$ cat config.mk
export PLATFORM = sky130hd
export DESIGN_NAME = ntt_ready_tracker
export DESIGN_NICKNAME = d
export VERILOG_FILES = /design/src/hdl/ntt_pkg.sv /design/src/hdl/ntt_ready_tracker.sv
export SDC_FILE = /design/constraint.sdc
export NUM_CORES = 1
export LEC_CHECK = 0
export ABC_CLOCK_PERIOD_IN_PS = 800
export BUFFER_PORTS_ARGS = -buffer_cell sky130_fd_sc_hd__buf_2
export CAP_MARGIN = 5
export CORE_AREA = 2 2 39 41
export DETAILED_ROUTE_END_ITERATION = 8
export DIE_AREA = 0 0 41 43
export MAX_ROUTING_LAYER = met4
export PLACE_DENSITY = 0.38
export SETUP_SLACK_MARGIN = 0.2
export SLEW_MARGIN = 5
export SYNTH_ARGS = -nofsm -noshare
export SYNTH_HDL_FRONTEND = slang
export SYNTH_SLANG_ARGS = --single-unit
$ cat constraint.sdc
create_clock -name clk -period 0.8 [get_ports clk]
set_input_delay 0.04 -clock clk [delete_from_list [all_inputs] [get_ports clk]]
set_output_delay 0.04 -clock clk [all_outputs]
set_load 0.01 [all_outputs]
$ cat src/hdl/ntt_pkg.sv
// shared constants, coefficient type, mode encoding and modular add/sub for the ntt butterfly array
package ntt_pkg;

    // --------------------------------------------------
    // field parameters
    // --------------------------------------------------
    // ml-dsa prime, 2^23 - 2^13 + 1
    parameter int unsigned NTT_Q = 8380417;
    parameter int unsigned COEFF_W = 23;

    typedef logic [COEFF_W-1:0] coeff_t;

    // butterfly operating modes
    typedef enum logic [2:0] {
        ct  = 3'd0,
        gs  = 3'd1,
        pwm = 3'd2,
        pwa = 3'd3,
        pws = 3'd4
    } ntt_mode_e;

    // --------------------------------------------------
    // pipeline latencies in clock cycles
    // --------------------------------------------------
    // product register then reduction register
    parameter int unsigned MUL_LATENCY = 2;
    // input reg, multiplier, output add/sub reg
    parameter int unsigned BF_LATENCY = MUL_LATENCY + 2;
    // input reg, multiplier result used directly
    parameter int unsigned PWM_LATENCY = MUL_LATENCY + 1;
    // one add or subtract register
    parameter int unsigned PWAS_LATENCY = 1;
    // two butterfly layers back to back
    parameter int unsigned NTT_LATENCY = 2 * BF_LATENCY;

    // --------------------------------------------------
    // modular helpers, operands assumed below q
    // --------------------------------------------------
    function automatic coeff_t mod_add(input coeff_t a, input coeff_t b,
                                       input logic [COEFF_W:0] q);
        logic [COEFF_W:0] sum;
        sum = {1'b0, a} + {1'b0, b};
        // at most one correction needed
        if (sum >= q) begin
            sum = sum - q;
        end
        return sum[COEFF_W-1:0];
    endfunction

    function automatic coeff_t mod_sub(input coeff_t a, input coeff_t b,
                                       input logic [COEFF_W:0] q);
        logic [COEFF_W:0] diff;
        diff = {1'b0, a} - {1'b0, b};
        // borrow bit set, wrap back into range
        if (diff[COEFF_W]) begin
            diff = diff + q;
        end
        return diff[COEFF_W-1:0];
    endfunction

endpackage

$ cat src/hdl/ntt_ready_tracker.sv
// output side of the butterfly array, delays each enable pulse into a ready pulse per mode
`timescale 1ns/10ps

module ntt_ready_tracker (
    input  logic               clk,
    input  logic               reset_n,
    input  logic               zeroize_i,
    input  ntt_pkg::ntt_mode_e mode_i,
    input  logic               enable_i,
    output logic               ready_o
);
    import ntt_pkg::*;

    // bit 0 is the ready bit, shifts down each cycle
    logic [NTT_LATENCY-1:0] rdy_sr;
    logic [NTT_LATENCY-1:0] ins_vec;

    // --------------------------------------------------
    // insert position by mode latency
    // --------------------------------------------------
    always_comb begin
        ins_vec = '0;
        case (mode_i)
            ct, gs:   ins_vec[NTT_LATENCY-1]  = enable_i;
            pwm:      ins_vec[PWM_LATENCY-1]  = enable_i;
            pwa, pws: ins_vec[PWAS_LATENCY-1] = enable_i;
            default:  ins_vec = '0;
        endcase
    end

    // overlapping pulses keep their own slots
    always_ff @(posedge clk or negedge reset_n) begin
        if (!reset_n) begin
            rdy_sr <= '0;
        end else if (zeroize_i) begin
            rdy_sr <= '0;
        end else begin
            rdy_sr <= (rdy_sr >> 1) | ins_vec;
        end
    end

    assign ready_o = rdy_sr[0];

endmodule

==> impl_results.rst <==
.. list-table::
   :header-rows: 1

   * - Metric
     - Value
   * - Number of DRC markers after the initial detailed-route iteration
     - 2
   * - Critical register-to-register path startpoint
     - rdy_sr[7]
   * - Hold depth
     - 2
   * - Residual DRC count
     - 0
   * - Clock edge transition at the registers on the reported setup and hold paths
     - 0.06 ns
   * - Destination of the worst register-to-register timing path
     - rdy_sr[6]
   * - Wire length of the first global-routing pass
     - 793 um
   * - Top Ports
     - 8
   * - Wirelength, routed
     - 502 um
   * - Total congestion overflow after global routing
     - 0
   * - Crit Path Max Fanout
     - 1
   * - Post-synth top area share
     - 67.51%
   * - Via count of the first global-routing pass
     - 198
   * - Cell Pwr Density
     - 1892 mW/mm2
   * - Area grow syn2layout
     - 37.97%
   * - Post-layout nets
     - 41
   * - Maximum vdd drop
     - 0.5508 mV
   * - Reg2Reg Depth
     - 1
   * - Commonest cells in the synthesized netlist
     - dfrtp_1, nor2b_1, inv_1, nand4bb_1
   * - Final critical-path required period
     - 0.7753 ns
   * - Core Footprint
     - 0.001384 mm2
   * - H-Tree Level Count
     - 1
   * - Crit start category
     - flop
   * - Final Core Density
     - 29.57%
   * - Post-DR wirelength/cell
     - 10.46 um
   * - Violations in the final reports
     - hold timing
   * - Category of the most critical setup path
     - flop to output port
   * - Initial antenna violation count
     - 0
   * - Clock latency reported for the late side of the worst-skew pair
     - 0.25 ns
   * - Setup repair after global routing missed its margin
     - yes
   * - Final weighted congestion in routability-driven placement
     - 0.5715
   * - Overall die area
     - 0.001763 mm2
   * - Average instance area after synthesis
     - 14.12 um2
   * - Die Width
     - 41 um
   * - R2r setup slk
     - 0.20 ns
   * - Area of all sequential standard cells
     - 200.2 um2
   * - Via Count
     - 199
   * - Register with the most flip-flops
     - rdy_sr
   * - Number of buffers inserted for hold repair after clock tree synthesis
     - 1
   * - Worst-case setup margin in the final layout
     - 0.02469 ns
   * - Setup violators final
     - 0
   * - Hold path startpoint
     - mode_i[2]
   * - End point of the most critical hold path
     - rdy_sr[7]
   * - Grt met1 use
     - 8.306%
   * - Global Route met2 Usage
     - 9.375%
   * - EDFF count, synth
     - 0
   * - Maximum Capacitance Violations
     - 0
   * - Series of cell instances along the critical path
     - buf_6
   * - Total number of placement rows
     - 14
   * - Die Ht
     - 43 um
   * - Footprint of the multi-input gates
     - 107.6 um2
   * - Final hold viol count
     - 1
   * - Overall power of the completed layout
     - 774.0 uW
   * - Data arrival time at the worst-slack endpoint
     - 0.74 ns
   * - Share of synthesized registers carrying an async set or reset
     - 100.0%
   * - Drt pass-1 iters
     - 4
   * - Accumulated negative setup slack
     - 0 ns
   * - Dominant delay contributor by cell family on the critical path
     - flip-flops
   * - Cell area after technology mapping
     - 296.5 um2
   * - CTS tree
     - built
   * - Normalized max-slew margin
     - 85.38%
   * - Run status
     - finished, violations left
   * - Max-slew violation total from the final report
     - 0
   * - Port bufs
     - 7
   * - Setup Slack @ Placement
     - 0.1918 ns
   * - Setup crit end kind
     - output port
   * - Number of buffers created by CTS
     - 3
   * - Starting density of the core
     - 21.43%
   * - Cell taking the most area after synthesis
     - dfrtp_1
   * - Delay of the slowest cell on the worst path
     - 0.37 ns
   * - Fraction of met3 tracks used by global routing
     - 3.141%
   * - Cells after Synth
     - 21
   * - Unique masters post-synth
     - 8
   * - TritonCTS Sinks
     - 8
   * - Ranking of synthesized cells by area
     - dfrtp_1, nor2b_1, nand4bb_1
   * - Data required time at the worst endpoint
     - 0.76 ns
   * - Total inserted antenna cells
     - 0
   * - Leakage Power
     - 0.1817 nW
   * - Share of synthesized area occupied by flip-flops and latches
     - 67.51%
   * - Transition time of the tightest slew-check pin
     - 0.2193 ns
   * - Total of flip-flops plus latches after synthesis
     - 8
   * - Combined buffer and inverter count along the critical path
     - 1
   * - Via density
     - 4.146
   * - Maximum clock skew at final layout
     - 0.005617 ns
   * - Maximum clock insertion buffer count
     - 2
   * - Worst hold-check path type
     - input port to flop
   * - Final Hold Slack
     - -0.01477 ns
   * - Share of final-layout standard cells stronger than drive strength 1
     - 43.75%
   * - Max reg flops
     - 8
   * - Max Fclk
     - 1290 MHz
   * - Overall track demand over capacity in global routing
     - 7.588%
   * - Biggest regs
     - rdy_sr (8)
   * - Primary FF master, synth
     - dfrtp_1
   * - Gr busiest metal
     - met2
   * - Post-CTS setup buffers
     - 0
   * - Most common cell in the netlist
     - dfrtp_1
   * - Post-detailed-route count of antenna-violating nets
     - 0
   * - Pin count of the biggest net entering global routing
     - 9
   * - Cell at the root of the clock tree
     - clkbuf_4
   * - Part of the cycle the worst path needs
     - 96.91%
   * - YS warnings
     - 0
   * - Post-synthesis net count
     - 28
   * - Highest-delay cell along the critical path
     - dfrtp_1
   * - Filler instances
     - 146
## per-layer routing
metal,vias up,share of wire (%),wire [um]
li1,94,-,-
met1,100,38,190
met2,5,57,285
met3,0,5.4,27
met4,0,0,0
met5,-,0,0
## cell families after synthesis
logic type	synth area share (%)
AND/OR/NAND/NOR	26.16
buffers and inverters	2.533
flip-flops	67.51
AO/OA/AOI/OAI	3.797
## per-stage QoR
stage	hold slack, ns	cell area [um2]	instances
floorplan	-0.2556	296.5	21
global placement	-0.1127	351.6	44
detailed placement	-0.1097	351.6	44
CTS	-0.02438	384.1	48
global route	-0.01743	409.1	48
finish	-0.01477	409.1	48
## where the power goes
part           internal (mW)  total [mW]  switching (mW)
registers              0.411       0.413         0.00186
logic                 0.0290      0.0599          0.0308
clock network          0.171       0.301           0.130
## cell usage in the layout (no fill, tap or decap)
| cell | netlist | final |
|---|---|---|
| inv_1 | 2 | 2 |
| a31oi_1 | 1 | 1 |
| nor4b_2 | 1 | 1 |
| clkbuf_4 | 0 | 3 |
| dlygate4sd3_1 | 0 | 1 |
| buf_2 | 0 | 6 |
| nand4bb_1 | 2 | 2 |
| nand4b_1 | 1 | 1 |
| nor2b_1 | 5 | 3 |
| a21oi_2 | 0 | 1 |
| dfrtp_1 | 8 | 8 |
| nor2b_4 | 0 | 2 |
| buf_6 | 0 | 1 |
## area by class of cell
cell class	instances	share of cell area (%)
Timing Repair Buffer	8	12.54
Multi-Input combinational cell	11	26.30
Sequential cell	8	48.93
Clock buffer	3	5.505
Tap cell	16	4.893
Inverter	2	1.835
## timing repair
action                                 4_1_cts  5_1_grt
resized for setup                            0        5
endpoints found under the hold margin        9        1
setup endpoints to repair                    1        6
## worst max path at each step
| stage | cells past startpoint | start | slack (ns) | endpoint |
|---|---|---|---|---|
| floorplan | 1 | rdy_sr[2] | 0.24 | rdy_sr[1] |
| global placement | 3 | mode_i[1] | 0.22 | rdy_sr[0] |
| detailed placement | 3 | mode_i[1] | 0.19 | rdy_sr[0] |
| CTS | 1 | rdy_sr[0] | 0.02 | ready_o |
| global route | 1 | rdy_sr[0] | -0.002 | ready_o |
| finish | 1 | rdy_sr[0] | 0.02 | ready_o |
Note: power is estimated with default switching activity, not from simulation.
