<file path="src/hdl/ntt_pkg.sv">
// shared constants, coefficient type, mode encoding and modular add/sub for the ntt butterfly array
package ntt_pkg;

    // --------------------------------------------------
    // field parameters
    // --------------------------------------------------
    // ml-dsa prime, 2^23 - 2^13 + 1
    parameter int unsigned NTT_Q = 8380417;
    parameter int unsigned COEFF_W = 23;

    typedef logic [COEFF_W-1:0] coeff_t;

    // butterfly operating modes
    typedef enum logic [2:0] {
        ct  = 3'd0,
        gs  = 3'd1,
        pwm = 3'd2,
        pwa = 3'd3,
        pws = 3'd4
    } ntt_mode_e;

    // --------------------------------------------------
    // pipeline latencies in clock cycles
    // --------------------------------------------------
    // product register then reduction register
    parameter int unsigned MUL_LATENCY = 2;
    // input reg, multiplier, output add/sub reg
    parameter int unsigned BF_LATENCY = MUL_LATENCY + 2;
    // input reg, multiplier result used directly
    parameter int unsigned PWM_LATENCY = MUL_LATENCY + 1;
    // one add or subtract register
    parameter int unsigned PWAS_LATENCY = 1;
    // two butterfly layers back to back
    parameter int unsigned NTT_LATENCY = 2 * BF_LATENCY;

    // --------------------------------------------------
    // modular helpers, operands assumed below q
    // --------------------------------------------------
    function automatic coeff_t mod_add(input coeff_t a, input coeff_t b,
                                       input logic [COEFF_W:0] q);
        logic [COEFF_W:0] sum;
        sum = {1'b0, a} + {1'b0, b};
        // at most one correction needed
        if (sum >= q) begin
            sum = sum - q;
        end
        return sum[COEFF_W-1:0];
    endfunction

    function automatic coeff_t mod_sub(input coeff_t a, input coeff_t b,
                                       input logic [COEFF_W:0] q);
        logic [COEFF_W:0] diff;
        diff = {1'b0, a} - {1'b0, b};
        // borrow bit set, wrap back into range
        if (diff[COEFF_W]) begin
            diff = diff + q;
        end
        return diff[COEFF_W-1:0];
    endfunction

endpackage

</file>
<file path="src/hdl/ntt_operand_if.sv">
// operand bundle for one butterfly, driven by the router and read by a butterfly
`timescale 1ns/10ps

interface ntt_operand_if;
    import ntt_pkg::*;

    // butterfly inputs
    coeff_t u;
    coeff_t v;
    // twiddle, unused in point-wise modes
    coeff_t w;
    ntt_mode_e mode;

    // router side
    modport router_mp (
        output u,
        output v,
        output w,
        output mode
    );

    // butterfly side
    modport bf_mp (
        input u,
        input v,
        input w,
        input mode
    );

endinterface

</file>
<file path="src/hdl/ntt_mod_mult.sv">
// two-stage pipelined modular multiplier, product register followed by reduction register
`timescale 1ns/10ps

module ntt_mod_mult #(
    parameter int unsigned COEFF_Q = ntt_pkg::NTT_Q
) (
    input  logic            clk,
    input  logic            reset_n,
    input  logic            zeroize_i,
    input  ntt_pkg::coeff_t a_i,
    input  ntt_pkg::coeff_t b_i,
    output ntt_pkg::coeff_t p_o
);
    import ntt_pkg::*;

    localparam int unsigned PROD_W = 2 * COEFF_W;
    localparam logic [PROD_W-1:0] Q_EXT = PROD_W'(COEFF_Q);

    // full 46-bit product
    logic [PROD_W-1:0] prod_q;

    // --------------------------------------------------
    // stage 1, raw product
    // --------------------------------------------------
    always_ff @(posedge clk or negedge reset_n) begin
        if (!reset_n) begin
            prod_q <= '0;
        end else if (zeroize_i) begin
            prod_q <= '0;
        end else begin
            prod_q <= a_i * b_i;
        end
    end

    // --------------------------------------------------
    // stage 2, reduce mod q
    // --------------------------------------------------
    // remainder always fits the coefficient width
    always_ff @(posedge clk or negedge reset_n) begin
        if (!reset_n) begin
            p_o <= '0;
        end else if (zeroize_i) begin
            p_o <= '0;
        end else begin
            p_o <= COEFF_W'(prod_q % Q_EXT);
        end
    end

endmodule

</file>
<file path="src/hdl/ntt_butterfly.sv">
// single radix-2 butterfly for ct, gs and the point-wise modes, fixed latency per mode
`timescale 1ns/10ps

module ntt_butterfly #(
    parameter int unsigned COEFF_Q       = ntt_pkg::NTT_Q,
    parameter int unsigned STAGE_LATENCY = ntt_pkg::BF_LATENCY
) (
    input  logic                clk,
    input  logic                reset_n,
    input  logic                zeroize_i,
    ntt_operand_if.bf_mp        op,
    output ntt_pkg::coeff_t     u_o,
    output ntt_pkg::coeff_t     v_o,
    output ntt_pkg::coeff_t     r_o
);
    import ntt_pkg::*;

    localparam logic [COEFF_W:0] Q_EXT = (COEFF_W+1)'(COEFF_Q);
    // input and output registers wrap the multiplier
    localparam int unsigned A_DLY = STAGE_LATENCY - 2;

    coeff_t sum_c, dif_c;
    coeff_t a_c, b_c, w_c;
    coeff_t a_q, b_q, w_q;
    coeff_t a_dly [A_DLY];
    coeff_t p;

    // --------------------------------------------------
    // input stage operand select
    // --------------------------------------------------
    always_comb begin
        sum_c = mod_add(op.u, op.v, Q_EXT);
        dif_c = mod_sub(op.u, op.v, Q_EXT);
        a_c = '0;
        b_c = '0;
        w_c = '0;
        case (op.mode)
            // w*v goes to mult, u waits
            ct: begin
                a_c = op.u;
                b_c = op.v;
                w_c = op.w;
            end
            // sum waits, difference goes to mult
            gs: begin
                a_c = sum_c;
                b_c = dif_c;
                w_c = op.w;
            end
            // u*v through the same mult port
            pwm: begin
                b_c = op.v;
                w_c = op.u;
            end
            pwa: a_c = sum_c;
            pws: a_c = dif_c;
            default: a_c = '0;
        endcase
    end

    always_ff @(posedge clk or negedge reset_n) begin
        if (!reset_n) begin
            a_q <= '0;
            b_q <= '0;
            w_q <= '0;
        end else if (zeroize_i) begin
            a_q <= '0;
            b_q <= '0;
            w_q <= '0;
        end else begin
            a_q <= a_c;
            b_q <= b_c;
            w_q <= w_c;
        end
    end

    // --------------------------------------------------
    // multiplier and matching delay for a
    // --------------------------------------------------
    ntt_mod_mult #(
        .COEFF_Q (COEFF_Q)
    ) mult_inst (
        .clk       (clk),
        .reset_n   (reset_n),
        .zeroize_i (zeroize_i),
        .a_i       (w_q),
        .b_i       (b_q),
        .p_o       (p)
    );

    always_ff @(posedge clk or negedge reset_n) begin
        if (!reset_n) begin
            for (int i = 0; i < A_DLY; i++) begin
                a_dly[i] <= '0;
            end
        end else if (zeroize_i) begin
            for (int i = 0; i < A_DLY; i++) begin
                a_dly[i] <= '0;
            end
        end else begin
            a_dly[0] <= a_q;
            for (int i = 1; i < A_DLY; i++) begin
                a_dly[i] <= a_dly[i-1];
            end
        end
    end

    // --------------------------------------------------
    // output stage
    // --------------------------------------------------
    always_ff @(posedge clk or negedge reset_n) begin
        if (!reset_n) begin
            u_o <= '0;
            v_o <= '0;
        end else if (zeroize_i) begin
            u_o <= '0;
            v_o <= '0;
        end else if (op.mode == ct) begin
            u_o <= mod_add(a_dly[A_DLY-1], p, Q_EXT);
            v_o <= mod_sub(a_dly[A_DLY-1], p, Q_EXT);
        end else if (op.mode == gs) begin
            u_o <= a_dly[A_DLY-1];
            v_o <= p;
        end
    end

    // point-wise result, straight from mult or from input reg
    always_comb begin
        case (op.mode)
            pwm:      r_o = p;
            pwa, pws: r_o = a_q;
            default:  r_o = '0;
        endcase
    end

endmodule

</file>
<file path="src/flat_wrapper.sv">
// flat-port wrapper written by rule: the top's interface ports become plain ports
module ntt_butterfly_flat import ntt_pkg::*;
#(
    parameter int unsigned COEFF_Q       = ntt_pkg::NTT_Q,
    parameter int unsigned STAGE_LATENCY = ntt_pkg::BF_LATENCY
)
  (clk, reset_n, zeroize_i, u_o, v_o, r_o, op_u, op_v, op_w, op_mode);
  ntt_operand_if op_i ();
  input  logic clk;
  input  logic reset_n;
  input  logic zeroize_i;
  output ntt_pkg::coeff_t u_o;
  output ntt_pkg::coeff_t v_o;
  output ntt_pkg::coeff_t r_o;
  input wire logic [$bits(op_i.u)-1:0] op_u;
  input wire logic [$bits(op_i.v)-1:0] op_v;
  input wire logic [$bits(op_i.w)-1:0] op_w;
  input wire logic [$bits(op_i.mode)-1:0] op_mode;
  assign op_i.u = op_u;
  assign op_i.v = op_v;
  assign op_i.w = op_w;
  assign op_i.mode = op_mode;
  ntt_butterfly #(.COEFF_Q(COEFF_Q), .STAGE_LATENCY(STAGE_LATENCY)) u_core (.clk(clk), .reset_n(reset_n), .zeroize_i(zeroize_i), .op(op_i), .u_o(u_o), .v_o(v_o), .r_o(r_o));
endmodule
</file>
<file path="config.mk">
export PLATFORM = sky130hd
export DESIGN_NAME = ntt_butterfly_flat
export DESIGN_NICKNAME = d
export VERILOG_FILES = /design/src/hdl/ntt_pkg.sv /design/src/hdl/ntt_operand_if.sv /design/src/hdl/ntt_mod_mult.sv /design/src/hdl/ntt_butterfly.sv /design/src/flat_wrapper.sv
export SDC_FILE = /design/constraint.sdc
export NUM_CORES = 2
export LEC_CHECK = 0
export BUFFER_PORTS_ARGS = -buffer_cell sky130_fd_sc_hd__buf_2
export CAP_MARGIN = 30
export CORE_MARGIN = 1
export CORE_UTILIZATION = 52
export DETAILED_ROUTE_END_ITERATION = 7
export GPL_TIMING_DRIVEN = 0
export PLACE_DENSITY = 0.79
export SYNTH_ARGS = -nofsm -noshare
export SYNTH_HDL_FRONTEND = slang
export SYNTH_SLANG_ARGS = --single-unit
</file>
<file path="constraint.sdc">
create_clock -name clk -period 78.8 [get_ports clk]
set_input_delay 7.88 -clock clk [delete_from_list [all_inputs] [get_ports clk]]
set_output_delay 7.88 -clock clk [all_outputs]
set_load 0.01 [all_outputs]
</file>
==> results_dict.tcl <==
set metrics [dict create \
    dieWidth_um 311 \
    cp_slowest_cell "a222oi_1" \
    ys_warn_count 0 \
    grt_pass1_vias 46261 \
    holdWs_ns 0.459 \
    r2r_setup_slack_ns 43.18 \
    cts_tree "done" \
    grt.overflow.total 0 \
    finalMaxSlewViolations 0 \
    insertion_delay_ns 0.61 \
    vias 48210 \
    grt_pass1_wl_mm 247 \
    irDropWorstVdd_v 0.0000176 \
    drt-met1-wl_mm 65.6 \
    worstMarginPinSlew_ns 1.07 \
    tns_ns 0 \
    drt_iter0_markers 5056 \
    clock.fmax_mhz 28.1 \
    grt_max_degree 124 \
    synth_cell_types 148 \
    core_sq_um 93900 \
    leakagePower_nw 23.9 \
    clock_tree.root_cell "clkbuf_16" \
    cp_common_cell "buf_2" \
    holdBufCountCts 0 \
    yosysMostFrequentCell "nand2_1" \
    clock_path_buffers 3 \
    clk_pin_slew_worst_paths_ns 0.06 \
    wl_per_cell_um 19.9 \
    ys_ff_latch 230 \
    route.top_layer_used "met5" \
    io_buffer_count 141 \
    cts-buffers-inserted 27 \
    viasPerCell 6.22 \
    synth-async-reset-ratio 1.00 \
    ys.flop_type "dfrtp_1" \
    drive_gt1_frac 0.0702 \
    ios 144 \
    die_area_sq_um 96500 \
    status "complete, no violations" \
    hold_viol 0 \
    syn_area_sq_um 49600 \
    synth_area_leaders "fa_1 (18%), dfrtp_1 (12%), ha_1 (6.9%)" \
    synth_edf_count 0 \
    wl_met2_mm 69.5 \
    antenna_left 0 \
    antenna_found_initial 4 \
    row_count 112 \
    gp_congestion 1.02 \
    drcViolationCount 0 \
    period_needed_ns 35.62 \
    crit_path_end_kind "flop" \
    drt_first_pass_iters 7 \
    cap_violations 0 \
    post_cts_buffers 0 \
    synth_area_leader_cell "fa_1" \
    dr_wl_met3_mm 13.8 \
    cts_resized 0 \
    setup_slack_ns 43.18 \
    pwr_density_cell_nw_per_um2 11.8 \
    area_growth_pct 6.48 \
    die_height_um 311 \
    required_ns 79.21 \
    rsz0062_at_grt "false" \
    setup_viol 0 \
    yosysSeqAreaShare 0.116 \
    synth_top_area_share 0.179 \
    finalClockSkew_ns 0.0313 \
    max_slew_margin 0.286 \
    syn-mean-instance-area_sq_um 7.86 \
    syn_inst 6301 \
    ctsHtreeMaxLevel 1 \
    timing.final.crit_share 0.452 \
    synth_commonest_cells "nand2_1 (804), inv_1 (625), nor2_1 (545)" \
    start_util 0.528 \
    criticalPathCategory "reg2reg" \
    track_usage 0.311 \
    syn_nets 7092 \
    dp_hpwl_mm 126 \
    critPathMaxStageDelay_ns 0.84 \
    cp-start-kind "flop" \
    pre_cts_ws_ns 44.47 \
    clkSinkCount 230 \
    cp.arrival_ns 36.04 \
    finalNetCount 7268 \
    routed_wirelength_mm 154 \
    hold_path_class "reg2reg" \
    path_max_fanout 10 \
]
==> layer usage <==
metal,vias up,GRT usage
met5,-,0
met3,373,0.0393
met2,2357,0.498
li1,22165,-
met4,6,0.101
met1,23309,0.433
==> cell type report <==
class | instances | area (sq um)
fill | 8674 | 41100
tap | 1254 | 1570
sequential | 230 | 5760
multi-input combinational | 5152 | 40200
inverter | 628 | 2360
clock inverter | 12 | 109
clock buffer | 34 | 752
buffer | 291 | 1190
timing repair buffer | 147 | 781
antenna | 1 | 2.50
==> final timing paths <==
kind	startpoint	end	depth (start not counted)
worst max-delay path	u_core.mult_inst.prod_q[45]	u_core.mult_inst.p_o[7]	102
worst min-delay path	u_core.a_dly[24]	u_core.a_dly[1]	1
worst max register to register	u_core.mult_inst.prod_q[45]	u_core.mult_inst.p_o[7]	102
worst min register to register	u_core.a_dly[24]	u_core.a_dly[1]	1
max in group asynchronous	reset_n	u_core.mult_inst.prod_q[36]	2
min in group asynchronous	reset_n	u_core.v_o[17]	1
==> layout by cell type (no fill, tap or decap), types with 53 or more instances in the layout <==
| cell | synthesis | routed |
|---|---|---|
| ha_1 | 274 | 274 |
| a22oi_1 | 57 | 57 |
| nor2b_1 | 83 | 83 |
| or3_1 | 72 | 72 |
| nor4_1 | 60 | 60 |
| fa_1 | 442 | 442 |
| buf_2 | 35 | 178 |
| o21ai_0 | 171 | 171 |
| mux2i_1 | 53 | 53 |
| dfrtp_1 | 230 | 230 |
| clkbuf_1 | 231 | 233 |
| nand2_1 | 804 | 804 |
| and2_1 | 227 | 227 |
| o211ai_1 | 62 | 62 |
| xor2_1 | 130 | 130 |
| and3_1 | 69 | 69 |
| xnor2_1 | 351 | 351 |
| nor3_1 | 141 | 141 |
| nor2_1 | 545 | 545 |
| nand3_1 | 128 | 128 |
| nand4_1 | 60 | 60 |
| a31oi_1 | 57 | 57 |
| a21oi_1 | 289 | 289 |
| a21o_1 | 76 | 76 |
| inv_1 | 625 | 625 |
| o21bai_1 | 80 | 80 |
==> power breakdown <==
group          switching, mW  internal, mW
Sequential            0.0108         0.125
Clock                 0.0560        0.0683
Combinational          0.232         0.130
==> critical path, delay by kind of cell (launching register included) <==
| kind | cells | cell delay (ns) |
|---|---|---|
| compound gates | 46 | 17.40 |
| xor+xnor | 6 | 1.68 |
| fa+ha+maj | 2 | 0.46 |
| buf+inv | 11 | 2.97 |
| flops | 1 | 0.46 |
| mux | 4 | 1.44 |
| simple gates | 33 | 10.92 |
==> stage by stage <==
step           instances  area, sq um  power [mW]  utilization
2_1_floorplan       6301        49600       0.402            -
3_3_place_gp        7696        51800       0.482        0.552
3_5_place_dp        7701        51900       0.487        0.553
4_1_cts             7747        52800       0.615        0.562
5_1_grt             7748        52800       0.661        0.562
6_report            7749        52800       0.623        0.562
==> sequential cells by signal, indices dropped and copies added, names as in the netlist <==
| register | flops |
|---|---|
| u_core.a_dly | 46 |
| u_core.v_o | 23 |
| u_core.mult_inst.p_o | 23 |
| u_core.u_o | 23 |
| u_core.w_q | 23 |
| u_core.a_q | 23 |
| u_core.b_q | 23 |
| u_core.mult_inst.prod_q | 46 |
==> cell families (layout without fill, tap and decap cells) <==
group                      Yosys count  count (layout)  synth area share
buffers and inverters              919            1112            0.0717
adders and majority gates          733             733             0.251
xor gates and xnor gates           491             491            0.0883
and+or+nand+nor                   2488            2488             0.254
muxes                               74              74            0.0155
DFF                                230             230             0.116
other                                0               1                 0
AOI/OAI and AO/OA                 1366            1366             0.203
Note: power is estimated with default switching activity, not from simulation.
