==> src/hdl/ntt_pkg.sv <==
// shared constants, coefficient type, mode encoding and modular add/sub for the ntt butterfly array
package ntt_pkg;

    // --------------------------------------------------
    // field parameters
    // --------------------------------------------------
    // ml-dsa prime, 2^23 - 2^13 + 1
    parameter int unsigned NTT_Q = 8380417;
    parameter int unsigned COEFF_W = 23;

    typedef logic [COEFF_W-1:0] coeff_t;

    // butterfly operating modes
    typedef enum logic [2:0] {
        ct  = 3'd0,
        gs  = 3'd1,
        pwm = 3'd2,
        pwa = 3'd3,
        pws = 3'd4
    } ntt_mode_e;

    // --------------------------------------------------
    // pipeline latencies in clock cycles
    // --------------------------------------------------
    // product register then reduction register
    parameter int unsigned MUL_LATENCY = 2;
    // input reg, multiplier, output add/sub reg
    parameter int unsigned BF_LATENCY = MUL_LATENCY + 2;
    // input reg, multiplier result used directly
    parameter int unsigned PWM_LATENCY = MUL_LATENCY + 1;
    // one add or subtract register
    parameter int unsigned PWAS_LATENCY = 1;
    // two butterfly layers back to back
    parameter int unsigned NTT_LATENCY = 2 * BF_LATENCY;

    // --------------------------------------------------
    // modular helpers, operands assumed below q
    // --------------------------------------------------
    function automatic coeff_t mod_add(input coeff_t a, input coeff_t b,
                                       input logic [COEFF_W:0] q);
        logic [COEFF_W:0] sum;
        sum = {1'b0, a} + {1'b0, b};
        // at most one correction needed
        if (sum >= q) begin
            sum = sum - q;
        end
        return sum[COEFF_W-1:0];
    endfunction

    function automatic coeff_t mod_sub(input coeff_t a, input coeff_t b,
                                       input logic [COEFF_W:0] q);
        logic [COEFF_W:0] diff;
        diff = {1'b0, a} - {1'b0, b};
        // borrow bit set, wrap back into range
        if (diff[COEFF_W]) begin
            diff = diff + q;
        end
        return diff[COEFF_W-1:0];
    endfunction

endpackage

==> src/hdl/ntt_operand_if.sv <==
// operand bundle for one butterfly, driven by the router and read by a butterfly
`timescale 1ns/10ps

interface ntt_operand_if;
    import ntt_pkg::*;

    // butterfly inputs
    coeff_t u;
    coeff_t v;
    // twiddle, unused in point-wise modes
    coeff_t w;
    ntt_mode_e mode;

    // router side
    modport router_mp (
        output u,
        output v,
        output w,
        output mode
    );

    // butterfly side
    modport bf_mp (
        input u,
        input v,
        input w,
        input mode
    );

endinterface

==> src/hdl/ntt_operand_router.sv <==
// input side of the butterfly array, steers operands per mode and aligns stage-2 twiddles
`timescale 1ns/10ps

module ntt_operand_router #(
    parameter int unsigned STAGE_LATENCY = ntt_pkg::BF_LATENCY
) (
    input  logic                 clk,
    input  logic                 reset_n,
    input  logic                 zeroize_i,
    input  ntt_pkg::ntt_mode_e   mode_i,
    // first layer operands
    input  ntt_pkg::coeff_t      u00_i,
    input  ntt_pkg::coeff_t      v00_i,
    input  ntt_pkg::coeff_t      w00_i,
    input  ntt_pkg::coeff_t      u01_i,
    input  ntt_pkg::coeff_t      v01_i,
    input  ntt_pkg::coeff_t      w01_i,
    // second layer twiddles, sampled with the first layer
    input  ntt_pkg::coeff_t      w10_i,
    input  ntt_pkg::coeff_t      w11_i,
    // point-wise operand pairs
    input  ntt_pkg::coeff_t      pw_u_i [4],
    input  ntt_pkg::coeff_t      pw_v_i [4],
    // stage-1 results fed back
    input  ntt_pkg::coeff_t      u10_int_i,
    input  ntt_pkg::coeff_t      u11_int_i,
    input  ntt_pkg::coeff_t      v10_int_i,
    input  ntt_pkg::coeff_t      v11_int_i,
    ntt_operand_if.router_mp     op00,
    ntt_operand_if.router_mp     op01,
    ntt_operand_if.router_mp     op10,
    ntt_operand_if.router_mp     op11
);
    import ntt_pkg::*;

    logic pw_mode;
    // index 0 is the oldest twiddle
    coeff_t w10_sr [STAGE_LATENCY];
    coeff_t w11_sr [STAGE_LATENCY];

    assign pw_mode = (mode_i inside {pwm, pwa, pws});

    // --------------------------------------------------
    // twiddle delay, one stage-1 butterfly deep
    // --------------------------------------------------
    always_ff @(posedge clk or negedge reset_n) begin
        if (!reset_n) begin
            for (int i = 0; i < STAGE_LATENCY; i++) begin
                w10_sr[i] <= '0;
                w11_sr[i] <= '0;
            end
        end else if (zeroize_i) begin
            for (int i = 0; i < STAGE_LATENCY; i++) begin
                w10_sr[i] <= '0;
                w11_sr[i] <= '0;
            end
        end else begin
            w10_sr[STAGE_LATENCY-1] <= w10_i;
            w11_sr[STAGE_LATENCY-1] <= w11_i;
            for (int i = 0; i < STAGE_LATENCY - 1; i++) begin
                w10_sr[i] <= w10_sr[i+1];
                w11_sr[i] <= w11_sr[i+1];
            end
        end
    end

    // --------------------------------------------------
    // operand steering
    // --------------------------------------------------
    always_comb begin
        op00.mode = mode_i;
        op01.mode = mode_i;
        op10.mode = mode_i;
        op11.mode = mode_i;
        if (pw_mode) begin
            // four independent pairs, no twiddle
            op00.u = pw_u_i[0];
            op00.v = pw_v_i[0];
            op00.w = '0;
            op01.u = pw_u_i[1];
            op01.v = pw_v_i[1];
            op01.w = '0;
            op10.u = pw_u_i[2];
            op10.v = pw_v_i[2];
            op10.w = '0;
            op11.u = pw_u_i[3];
            op11.v = pw_v_i[3];
            op11.w = '0;
        end else begin
            op00.u = u00_i;
            op00.v = v00_i;
            op00.w = w00_i;
            op01.u = u01_i;
            op01.v = v01_i;
            op01.w = w01_i;
            // second layer takes stage-1 outputs
            op10.u = u10_int_i;
            op10.v = v10_int_i;
            op10.w = w10_sr[0];
            op11.u = u11_int_i;
            op11.v = v11_int_i;
            op11.w = w11_sr[0];
        end
    end

endmodule

==> src/flat_wrapper.sv <==
// flat-port wrapper written by rule: the top's interface ports become plain ports
module ntt_operand_router_flat import ntt_pkg::*;
#(
    parameter int unsigned STAGE_LATENCY = ntt_pkg::BF_LATENCY
)
  (clk, reset_n, zeroize_i, mode_i, u00_i, v00_i, w00_i, u01_i, v01_i, w01_i, w10_i, w11_i, pw_u_i, pw_v_i, u10_int_i, u11_int_i, v10_int_i, v11_int_i, op00_u, op00_v, op00_w, op00_mode, op01_u, op01_v, op01_w, op01_mode, op10_u, op10_v, op10_w, op10_mode, op11_u, op11_v, op11_w, op11_mode);
  ntt_operand_if op00_i ();
  ntt_operand_if op01_i ();
  ntt_operand_if op10_i ();
  ntt_operand_if op11_i ();
  input  logic clk;
  input  logic reset_n;
  input  logic zeroize_i;
  input  ntt_pkg::ntt_mode_e mode_i;
  input  ntt_pkg::coeff_t u00_i;
  input  ntt_pkg::coeff_t v00_i;
  input  ntt_pkg::coeff_t w00_i;
  input  ntt_pkg::coeff_t u01_i;
  input  ntt_pkg::coeff_t v01_i;
  input  ntt_pkg::coeff_t w01_i;
  input  ntt_pkg::coeff_t w10_i;
  input  ntt_pkg::coeff_t w11_i;
  input  ntt_pkg::coeff_t pw_u_i[4];
  input  ntt_pkg::coeff_t pw_v_i[4];
  input  ntt_pkg::coeff_t u10_int_i;
  input  ntt_pkg::coeff_t u11_int_i;
  input  ntt_pkg::coeff_t v10_int_i;
  input  ntt_pkg::coeff_t v11_int_i;
  output wire logic [$bits(op00_i.u)-1:0] op00_u;
  output wire logic [$bits(op00_i.v)-1:0] op00_v;
  output wire logic [$bits(op00_i.w)-1:0] op00_w;
  output wire logic [$bits(op00_i.mode)-1:0] op00_mode;
  output wire logic [$bits(op01_i.u)-1:0] op01_u;
  output wire logic [$bits(op01_i.v)-1:0] op01_v;
  output wire logic [$bits(op01_i.w)-1:0] op01_w;
  output wire logic [$bits(op01_i.mode)-1:0] op01_mode;
  output wire logic [$bits(op10_i.u)-1:0] op10_u;
  output wire logic [$bits(op10_i.v)-1:0] op10_v;
  output wire logic [$bits(op10_i.w)-1:0] op10_w;
  output wire logic [$bits(op10_i.mode)-1:0] op10_mode;
  output wire logic [$bits(op11_i.u)-1:0] op11_u;
  output wire logic [$bits(op11_i.v)-1:0] op11_v;
  output wire logic [$bits(op11_i.w)-1:0] op11_w;
  output wire logic [$bits(op11_i.mode)-1:0] op11_mode;
  assign op00_u = op00_i.u;
  assign op00_v = op00_i.v;
  assign op00_w = op00_i.w;
  assign op00_mode = op00_i.mode;
  assign op01_u = op01_i.u;
  assign op01_v = op01_i.v;
  assign op01_w = op01_i.w;
  assign op01_mode = op01_i.mode;
  assign op10_u = op10_i.u;
  assign op10_v = op10_i.v;
  assign op10_w = op10_i.w;
  assign op10_mode = op10_i.mode;
  assign op11_u = op11_i.u;
  assign op11_v = op11_i.v;
  assign op11_w = op11_i.w;
  assign op11_mode = op11_i.mode;
  ntt_operand_router #(.STAGE_LATENCY(STAGE_LATENCY)) u_core (.clk(clk), .reset_n(reset_n), .zeroize_i(zeroize_i), .mode_i(mode_i), .u00_i(u00_i), .v00_i(v00_i), .w00_i(w00_i), .u01_i(u01_i), .v01_i(v01_i), .w01_i(w01_i), .w10_i(w10_i), .w11_i(w11_i), .pw_u_i(pw_u_i), .pw_v_i(pw_v_i), .u10_int_i(u10_int_i), .u11_int_i(u11_int_i), .v10_int_i(v10_int_i), .v11_int_i(v11_int_i), .op00(op00_i), .op01(op01_i), .op10(op10_i), .op11(op11_i));
endmodule
==> config.mk <==
export PLATFORM = sky130hd
export DESIGN_NAME = ntt_operand_router_flat
export DESIGN_NICKNAME = d
export VERILOG_FILES = /design/src/hdl/ntt_pkg.sv /design/src/hdl/ntt_operand_if.sv /design/src/hdl/ntt_operand_router.sv /design/src/flat_wrapper.sv
export SDC_FILE = /design/constraint.sdc
export NUM_CORES = 1
export LEC_CHECK = 0
export BUFFER_PORTS_ARGS = -buffer_cell sky130_fd_sc_hd__buf_2
export CORE_AREA = 2 2 297 299
export CTS_CLUSTER_SIZE = 10
export DETAILED_ROUTE_END_ITERATION = 6
export DIE_AREA = 0 0 299 301
export PLACE_DENSITY = 0.31
export SLEW_MARGIN = 20
export SYNTH_ARGS = -nofsm -noshare
export SYNTH_HDL_FRONTEND = slang
export SYNTH_SLANG_ARGS = --single-unit
==> constraint.sdc <==
create_clock -name clk -period 2.8 [get_ports clk]
set_input_delay 0.14 -clock clk [delete_from_list [all_inputs] [get_ports clk]]
set_output_delay 0.14 -clock clk [all_outputs]
set_load 0.05 [all_outputs]
==> results.txt, run 1 <==
Drt first pass iters: 4
Area Growth Syn to Fin: 70.86%
Rows: 108
Pin count of the biggest net entering global routing: 79
Hold depth: 2
Setup Viol. Count Final: 0
Post-CTS sizing: 0
Syn Area/Cell: 12.39 um2
Post-synthesis sequential area ratio: 0.5249
CP Max Fanout: 77
Overflow after GRT: 0
Max Fclk: 487.4 MHz
Reg clk slew, reported paths: 0.08 ns
Reg2Reg Depth: 1
Min-Delay Endpoint: u_core.w10_sr[22]
HPWL Detailed: 74710 um
# nets final: 1948
Type of the worst min-delay path: in -> reg
CTS tree: yes
Hold Violations, Final: 0
First-pass GRT wire length: 102200 um
Vias in the first global route: 8975
Worst-margin pin slew: 0.6981 ns
DR iter-0 viols: 442
Placer Congestion: 0.9953
PwrDens: 528.9 nW/um2
Die Width: 299 um
Critical Path RT: 2.66 ns
Num CTS Buffers: 17
Worst EP arrival: 1.91 ns
Clk buf depth: 2
Min Tclk post-route: 2.052 ns
RR Endpoint: u_core.w11_sr[82]
Total GRT Usage: 0.1786
H-tree depth: 4
Placeable Area: 86480 um2
Initial antenna violation count: 122
Initial Util: 0.1014
RR Startpoint: u_core.w11_sr[59]
Max Cap Viol: 0
Slew Viols, Final: 0
Number of remaining DRC errors: 0
Vias: 8989
Layout Skew: 0.01298 ns
Avg WL per Cell: 31.05 um
Synthesized area: 8772 um2
Final wirelength: 83030 um
Warnings, synthesis: 0
Slowest cell on crit path: mux2_2
Cells after Synth: 708
Ports: 754
Final WS setup: 0.7485 ns
Leak pwr: 7.561 nW
Antenna Nets Post-Route: 0
Critical Path Source Type: input port
Proportion of layout cells with a drive suffix above 1: 0.5926
Post-CTS Setup Bufs: 0
Hold_ws: 0.1769 ns
Min-Delay Startpoint: zeroize_i
CTS hold repair buffers: 47
R2r setup slk: 2.13 ns
RSZ-0062 raised after global routing: false
Crit share post-route: 0.7327
Vias per cell: 3.362
Number of port buffers: 753
Post-Syn Nets: 1174
Status: finished clean
Critical path endpoint category: output pin
Worst-path cell chain: buf_2, nor2_1, mux2i_4, buf_12, buf_12, mux2_2, buf_2
Setup TNS: 0 ns
Critical path class: in -> out
DP Worst Slack: 0.7459 ns
Cell variety after synth: 11
Clock latency at the later pin of the worst-skew pair: 0.44 ns
Total power: 0.007927 W
Synth Register Bits: 184
Root cell of the clock tree: clkbuf_16
Slowest stage delay, CP: 0.40 ns
Total die area: 90000 um2
Die Y: 301 um
CTS Sinks: 184
Filler cell count: 9819
Worst relative slew slack: 0.5346
Worst VDD drop: 320.4 uV
-- layout by cell type, fill, tap and decap left out, types with 4 or more instances in the layout --
master and count:
mux2_1 100, buf_2 751, and2_1 92, buf_12 7
diode_2 24, mux2_2 84, buf_4 10, dfrtp_1 184
clkinv_8 4, dlygate4sd3_1 47, nor2b_1 184, clkbuf_16 17
-- registers in the layout, summed over array words and instances, names as in the netlist --
signal / cells
u_core.w10_sr: 92
u_core.w11_sr: 92
-- cell usage after synthesis, drive strengths merged --
cell | instances | share of area
and2 | 92 | 0.066
clkbuf | 29 | 0.013
nor2 | 1 | 0.00043
dfrtp | 184 | 0.52
mux2i | 1 | 0.0016
nor2b | 184 | 0.13
mux2 | 184 | 0.24
buf | 33 | 0.027
-- per-layer routing --
metal | vias to the layer above | GRT usage | part of all wire
li1 | 3850 | - | -
met1 | 4319 | 0.2120 | 0.40
met2 | 593 | 0.3122 | 0.49
met3 | 223 | 0.04264 | 0.066
met4 | 4 | 0.06488 | 0.053
met5 | - | 0 | 0.00033
-- stage by stage --
stage            util  area [um2]  instances
4_1_cts        0.1726       14930       2650
3_3_place_gp   0.1604       13870       2571
6_report       0.1733       14990       2674
2_1_floorplan       -        8772        708
5_1_grt        0.1730       14960       2662
3_5_place_dp   0.1604       13870       2571
-- area by class of cell --
class | instances | area (um2) | share of cell area
sequential | 184 | 4604 | 0.3072
timing repair buffer | 817 | 4469 | 0.2982
multi-input combinational | 462 | 3825 | 0.2552
tap | 1155 | 1445 | 0.09642
clock buffer | 18 | 429.2 | 0.02863
clock inverter | 14 | 155.1 | 0.01035
antenna | 24 | 60.06 | 0.004007
-- power breakdown --
group,internal (W),switching (W),total [W]
Combinational,0.000786,0.00199,0.00278
Clock,0.00119,0.00119,0.00239
Sequential,0.00274,0.0000179,0.00276
-- critical path: cells and delay by family --
kind                   cells  cell delay, ns
and+or+nand+nor            1            0.09
buffers and inverters      4            0.94
muxes                      2            0.62
-- how the worst max path moves through the flow --
stage / cells after the start / slack, ns / to / startpoint
after detailed placement: 6 / 0.75 / op11_u[22] / mode_i[2]
after global placement: 6 / 0.76 / op11_u[22] / mode_i[2]
final: 7 / 0.75 / op01_u[22] / mode_i[1]
after floorplan: 4 / 1.36 / op00_v[10] / mode_i[2]
after CTS: 6 / 0.75 / op01_u[22] / mode_i[2]
after global routing: 7 / 0.67 / op01_u[22] / mode_i[1]
-- cells by family (layout without fill, tap and decap cells) --
kind of cell / Yosys count / count (layout) / synth area share
buffers and inverters: 62 / 849 / 0.04008
other: 0 / 24 / 0
multiplexers: 185 / 185 / 0.2378
flip-flops: 184 / 184 / 0.5249
AND/OR/NAND/NOR: 277 / 277 / 0.1973
Power figures use the tool's default switching activity.
==> run 2: changes to the inputs <==
--- a/config.mk
+++ b/config.mk
@@ -6,11 +6,11 @@
 export NUM_CORES = 1
 export LEC_CHECK = 0
 export BUFFER_PORTS_ARGS = -buffer_cell sky130_fd_sc_hd__buf_2
-export CORE_AREA = 2 2 297 299
+export CORE_AREA = 2 2 291 293
 export CTS_CLUSTER_SIZE = 10
 export DETAILED_ROUTE_END_ITERATION = 6
-export DIE_AREA = 0 0 299 301
-export PLACE_DENSITY = 0.31
+export DIE_AREA = 0 0 293 295
+export PLACE_DENSITY = 0.32
 export SLEW_MARGIN = 20
 export SYNTH_ARGS = -nofsm -noshare
 export SYNTH_HDL_FRONTEND = slang
==> constraint.sdc (replaced) <==
create_clock -name clk -period 1.96 [get_ports clk]
set_input_delay 0.098 -clock clk [delete_from_list [all_inputs] [get_ports clk]]
set_output_delay 0.098 -clock clk [all_outputs]
set_load 0.05 [all_outputs]
==> results.txt, run 2 (synthesis results as in run 1) <==
Overflow after GRT: 0 (unchanged)
Die Y: 295 um (-2.0%)
Clk buf depth: 2 (unchanged)
Worst EP arrival: 1.67 ns (-0.24 ns)
Vias per cell: 3.457 (+2.8%)
Filler cell count: 9258 (-5.7%)
DR iter-0 viols: 488 (+10%)
Vias in the first global route: 8990 (+0.17%)
Min Tclk post-route: 1.767 ns
Number of remaining DRC errors: 0 (unchanged)
Placeable Area: 83160 um2 (-3.8%)
Placer Congestion: 1.160 (+17%)
Leak pwr: 7.786 nW (+3.0%)
# nets final: 1960 (+0.62%)
Sequential cell area: 4604 um2 (unchanged)
Status: finished clean
Most common cell after layout, fill and taps aside: buf_2
Number of port buffers: 753 (unchanged)
PwrDens: 709.6 nW/um2 (+34%)
Final wirelength: 70600 um (-15%)
HPWL Detailed: 62490 um (-16%)
Final WS setup: 0.1933 ns (-0.5552 ns)
Total GRT Usage: 0.1570 (-0.02159)
Largest registers: u_core.w10_sr x92, u_core.w11_sr x92
Pin count of the biggest net entering global routing: 93 (+18%)
Worst relative slew slack: 0.6751 (+0.1405)
Hold_ws: 0.2035 ns (+0.02656 ns)
Avg WL per Cell: 26.87 um (-13%)
Die Width: 293 um (-2.0%)
Post-CTS sizing: 0 (unchanged)
Vias: 9086 (+1.1%)
Critical Path Source Type: input port
Worst VDD drop: 565.1 uV (+76%)
Placed cell area: 14510 um2 (+4.6%)
Critical path endpoint category: output pin
Ports: 754 (unchanged)
Crit share post-route: 0.9014
Multi-input logic area: 3825 um2 (unchanged)
Proportion of layout cells with a drive suffix above 1: 0.5900 (-0.002609)
Setup Viol. Count Final: 0 (unchanged)
Antenna Nets Post-Route: 0 (unchanged)
Rows: 106 (-1.9%)
Commonest non-fill, non-tap cells in the layout: buf_2 (705), nor2b_1 (184), dfrtp_1 (184), mux2_1 (100), and2_1 (92)
RSZ-0062 raised after global routing: false
Critical path class: in -> out
Root cell of the clock tree: clkbuf_16
CP Max Fanout: 52 (-32%)
Max Cap Viol: 0 (unchanged)
Initial antenna violation count: 127 (+4.1%)
Initial Util: 0.1055 (+0.004057)
First-pass GRT wire length: 88390 um (-14%)
Slew Viols, Final: 0 (unchanged)
DP Worst Slack: 0.1947 ns (-0.5512 ns)
CTS tree: yes
Type of the worst min-delay path: in -> async
Total die area: 86440 um2 (-4.0%)
Final Core Density: 0.1893 (+0.01596)
Setup TNS: 0 ns (unchanged)
Num CTS Buffers: 17 (unchanged)
H-tree depth: 4 (unchanged)
Drt first pass iters: 5 (+1)
Hold Violations, Final: 0 (unchanged)
Clock latency at the later pin of the worst-skew pair: 0.43 ns (about the same)
Reg clk slew, reported paths: 0.07 ns (about the same)
Layout Skew: 0.008986 ns (-0.003993 ns)
Area Growth Syn to Fin: 79.42%
Max Fclk: 566.0 MHz
Worst-margin pin slew: 0.4873 ns (-0.2108 ns)
Finished Cell Area: 15740 um2 (+5.0%)
Critical Path RT: 1.86 ns (-0.80 ns)
CTS Sinks: 184 (unchanged)
run 2: worst paths after layout:
kind / from / cells past startpoint / slack (ns) / to
max: mode_i[1] / 7 / 0.19 / op10_v[21]
min: reset_n / 2 / 0.20 / u_core.w11_sr[76]
max reg2reg: u_core.w11_sr[53] / 1 / 1.33 / u_core.w11_sr[76]
min reg2reg: u_core.w11_sr[13] / 1 / 0.46 / u_core.w11_sr[36]
max in group asynchronous: reset_n / 3 / 1.02 / u_core.w10_sr[79]
min in group clk: w11_i[22] / 3 / 0.41 / u_core.w11_sr[22]
run 2: what timing repair did:
action,CTS,global route
buffers inserted,0,0
endpoints found under the hold margin,105,0
hold buffers,56,0
run 2: area by class of cell:
| class | count | area share |
|---|---|---|
| multi-input cells | 462 | 0.2430 |
| repair buffers | 829 | 0.3358 |
| diodes | 43 | 0.006837 |
| well taps | 1080 | 0.08586 |
| clock inverters | 13 | 0.008904 |
| flip-flops and latches | 184 | 0.2926 |
| clock buffers | 17 | 0.02703 |
run 2: critical path: stages:
cell and delay [ns]:
buf_2 0.15, nor2_1 0.09, mux2i_4 0.22, buf_12 0.20
buf_12 0.24, mux2_2 0.38, buf_2 0.21
run 2: stage by stage:
step | instances | total power (W)
after detailed placement | 2499 | 0.007806
after CTS | 2585 | 0.01137
final | 2628 | 0.01117
after floorplan | 708 | 0.006340
after global placement | 2499 | 0.007802
after global routing | 2608 | 0.01164
run 2: per-layer routing:
metal	track usage	wire length (um)
met1	0.1793	26880
met2	0.2334	31090
met4	0.09731	4095
met5	0.001109	264
met3	0.07856	8271
run 2: report_power, final:
part | switching, W | internal, W
Combinational | 0.00257 | 0.00130
Sequential | 0.0000258 | 0.00391
Clock | 0.00158 | 0.00178
==> run 3: changes to the inputs <==
--- a/config.mk
+++ b/config.mk
@@ -6,11 +6,11 @@
 export NUM_CORES = 1
 export LEC_CHECK = 0
 export BUFFER_PORTS_ARGS = -buffer_cell sky130_fd_sc_hd__buf_2
-export CORE_AREA = 2 2 291 293
+export CORE_AREA = 2 2 289 291
 export CTS_CLUSTER_SIZE = 10
 export DETAILED_ROUTE_END_ITERATION = 6
-export DIE_AREA = 0 0 293 295
-export PLACE_DENSITY = 0.32
+export DIE_AREA = 0 0 291 293
+export PLACE_DENSITY = 0.33
 export SLEW_MARGIN = 20
 export SYNTH_ARGS = -nofsm -noshare
 export SYNTH_HDL_FRONTEND = slang
==> constraint.sdc (replaced) <==
create_clock -name clk -period 1.6 [get_ports clk]
set_input_delay 0.08 -clock clk [delete_from_list [all_inputs] [get_ports clk]]
set_output_delay 0.08 -clock clk [all_outputs]
set_load 0.05 [all_outputs]
==> results.txt, run 3 (synthesis results as in run 1) <==
Highest metal used: met5
Placer Congestion: 1.071 (-7.7%)
NetSw: 0.005771 W (+38%)
Total die area: 85260 um2 (-1.4%)
Type of the worst min-delay path: in -> async
Die Width: 291 um (-0.68%)
Initial Util: 0.1072 (+0.001688)
Final WS setup: -0.02479 ns (-0.2181 ns)
Failing checks: setup timing
Root cell of the clock tree: clkbuf_16
First-pass GRT wire length: 112500 um (+27%)
Hold Violations, Final: 0 (unchanged)
Placeable Area: 81850 um2 (-1.6%)
Critical path class: in -> out
Hold_ws: 0.1737 ns (-0.02979 ns)
Avg WL per Cell: 34.62 um (+29%)
Clock power share: 0.285 (-0.015)
Critical path endpoint category: output pin
Met3 wire length: 5348 um (-35%)
Internal power: 0.009566 W (+37%)
Antenna Nets Post-Route: 0 (unchanged)
CP Max Fanout: 8 (-85%)
CTS tree: yes
Wire length on met2: 42790 um (+38%)
Setup TNS: -0.08871 ns (-0.08871 ns)
Min Tclk post-route: 1.625 ns
Reg clk slew, reported paths: 0.07 ns (about the same)
Clock latency at the later pin of the worst-skew pair: 0.44 ns (about the same)
Drt first pass iters: 4 (-1)
Worst VDD drop: 552.6 uV (-2.2%)
Ports: 754 (unchanged)
Met1 wire length: 39480 um (+47%)
CTS Sinks: 184 (unchanged)
Layout Skew: 0.009855 ns (+0.0008691 ns)
Worst-margin pin slew: 0.4034 ns (-0.08391 ns)
Largest registers: u_core.w10_sr x92, u_core.w11_sr x92
Die Y: 293 um (-0.68%)
Max Fclk: 615.5 MHz
Most common cell after layout, fill and taps aside: buf_2
Reg2Reg Depth: 1 (unchanged)
Initial antenna violation count: 124 (-2.4%)
Commonest non-fill, non-tap cells in the layout: buf_2 (551), nor2b_1 (184), dfrtp_1 (184), buf_4 (94), and2_1 (90)
Combinational Power Share: 0.400 (+0.053)
Seq pwr share: 0.315 (-0.038)
Crit share post-route: 1.015
Proportion of layout cells with a drive suffix above 1: 0.6198 (+0.02972)
Vias: 9208 (+1.3%)
Critical Path RT: 1.52 ns (-0.34 ns)
Number of remaining DRC errors: 0 (unchanged)
DR iter-0 viols: 421 (-14%)
# nets final: 2002 (+2.1%)
Status: finished, violations left
Total GRT Usage: 0.2097 (+0.05271)
Final wirelength: 92290 um (+31%)
Leak pwr: 8.618 nW (+11%)
Setup Viol. Count Final: 8 (+8)
Area Growth Syn to Fin: 100.3%
Critical Path Source Type: input port
Max Cap Viol: 0 (unchanged)
HPWL Detailed: 83180 um (+33%)
Vias in the first global route: 9582 (+6.6%)
Switching Fraction: 0.3763 (+0.002142)
Pin count of the biggest net entering global routing: 49 (-47%)
Clk buf depth: 2 (unchanged)
Worst relative slew slack: 0.7329 (+0.05779)
Vias per cell: 3.454 (-0.10%)
Rows: 105 (-0.94%)
H-tree depth: 4 (unchanged)
Slew Viols, Final: 0 (unchanged)
RSZ-0062 raised after global routing: true
Overflow after GRT: 0 (unchanged)
Num CTS Buffers: 17 (unchanged)
Number of port buffers: 753 (unchanged)
Worst EP arrival: 1.54 ns (-0.13 ns)
PwrDens: 872.7 nW/um2 (+23%)
==> run 3: power by group through the flow <==
stage | sequential (W) | clock, W | combinational (W)
2_1_floorplan | 0.00491 | 0 | 0.00286
3_3_place_gp | 0.00492 | 0 | 0.00546
3_5_place_dp | 0.00492 | 0 | 0.00544
4_1_cts | 0.00483 | 0.00453 | 0.00599
5_1_grt | 0.00484 | 0.00472 | 0.00638
6_report | 0.00483 | 0.00437 | 0.00614
==> run 3: final timing paths <==
path                            slack [ns]         startpoint           endpoint
min in group clk                      0.38           w11_i[1]   u_core.w11_sr[1]
worst min-delay path                  0.17            reset_n   u_core.w11_sr[9]
worst min register to register        0.46  u_core.w10_sr[37]  u_core.w10_sr[60]
worst max-delay path                 -0.02          mode_i[2]         op00_u[22]
max in group asynchronous             0.83            reset_n  u_core.w11_sr[42]
worst max register to register        0.97  u_core.w10_sr[17]  u_core.w10_sr[40]
==> run 3: routing by layer <==
metal,track usage,vias up
met5,0,-
met4,0.06837,6
met3,0.03570,193
met2,0.3535,583
met1,0.2716,4441
li1,-,3985
==> run 3: cell type report <==
class	instances	area, um2
Fill cell	9087	64270
Timing Repair Buffer	871	6947
Sequential cell	184	4604
Multi-Input combinational cell	462	3960
Tap cell	1070	1339
Clock buffer	20	436.7
Clock inverter	12	168.9
Antenna cell	47	117.6
==> run 3: worst max-delay path, stage by stage <==
cell and delay, ns:
buf_8 0.08, mux2i_4 0.23, buf_12 0.19, buf_16 0.17, buf_16 0.14, buf_12 0.14
mux2_4 0.32, buf_8 0.15
==> run 3: per-stage QoR <==
step | power [W] | utilization | std cells | instance area [um2] | worst slack, ns
2_1_floorplan | 0.007766 | - | 708 | 8772 | 0.2794
3_3_place_gp | 0.01038 | 0.1845 | 2516 | 15100 | -0.1446
3_5_place_dp | 0.01036 | 0.1845 | 2516 | 15100 | -0.1562
4_1_cts | 0.01536 | 0.2078 | 2609 | 17010 | -0.06343
5_1_grt | 0.01595 | 0.2136 | 2629 | 17480 | -0.03888
6_report | 0.01534 | 0.2147 | 2666 | 17570 | -0.02479
==> run 3: repair_timing <==
item	in CTS	in global routing
pin swaps	0	0
setup buffers	8	4
hold endpoints to repair	232	0
gates resized for setup	217	106
hold buffers	50	0
setup endpoints to repair	163	113
gates cloned	3	6
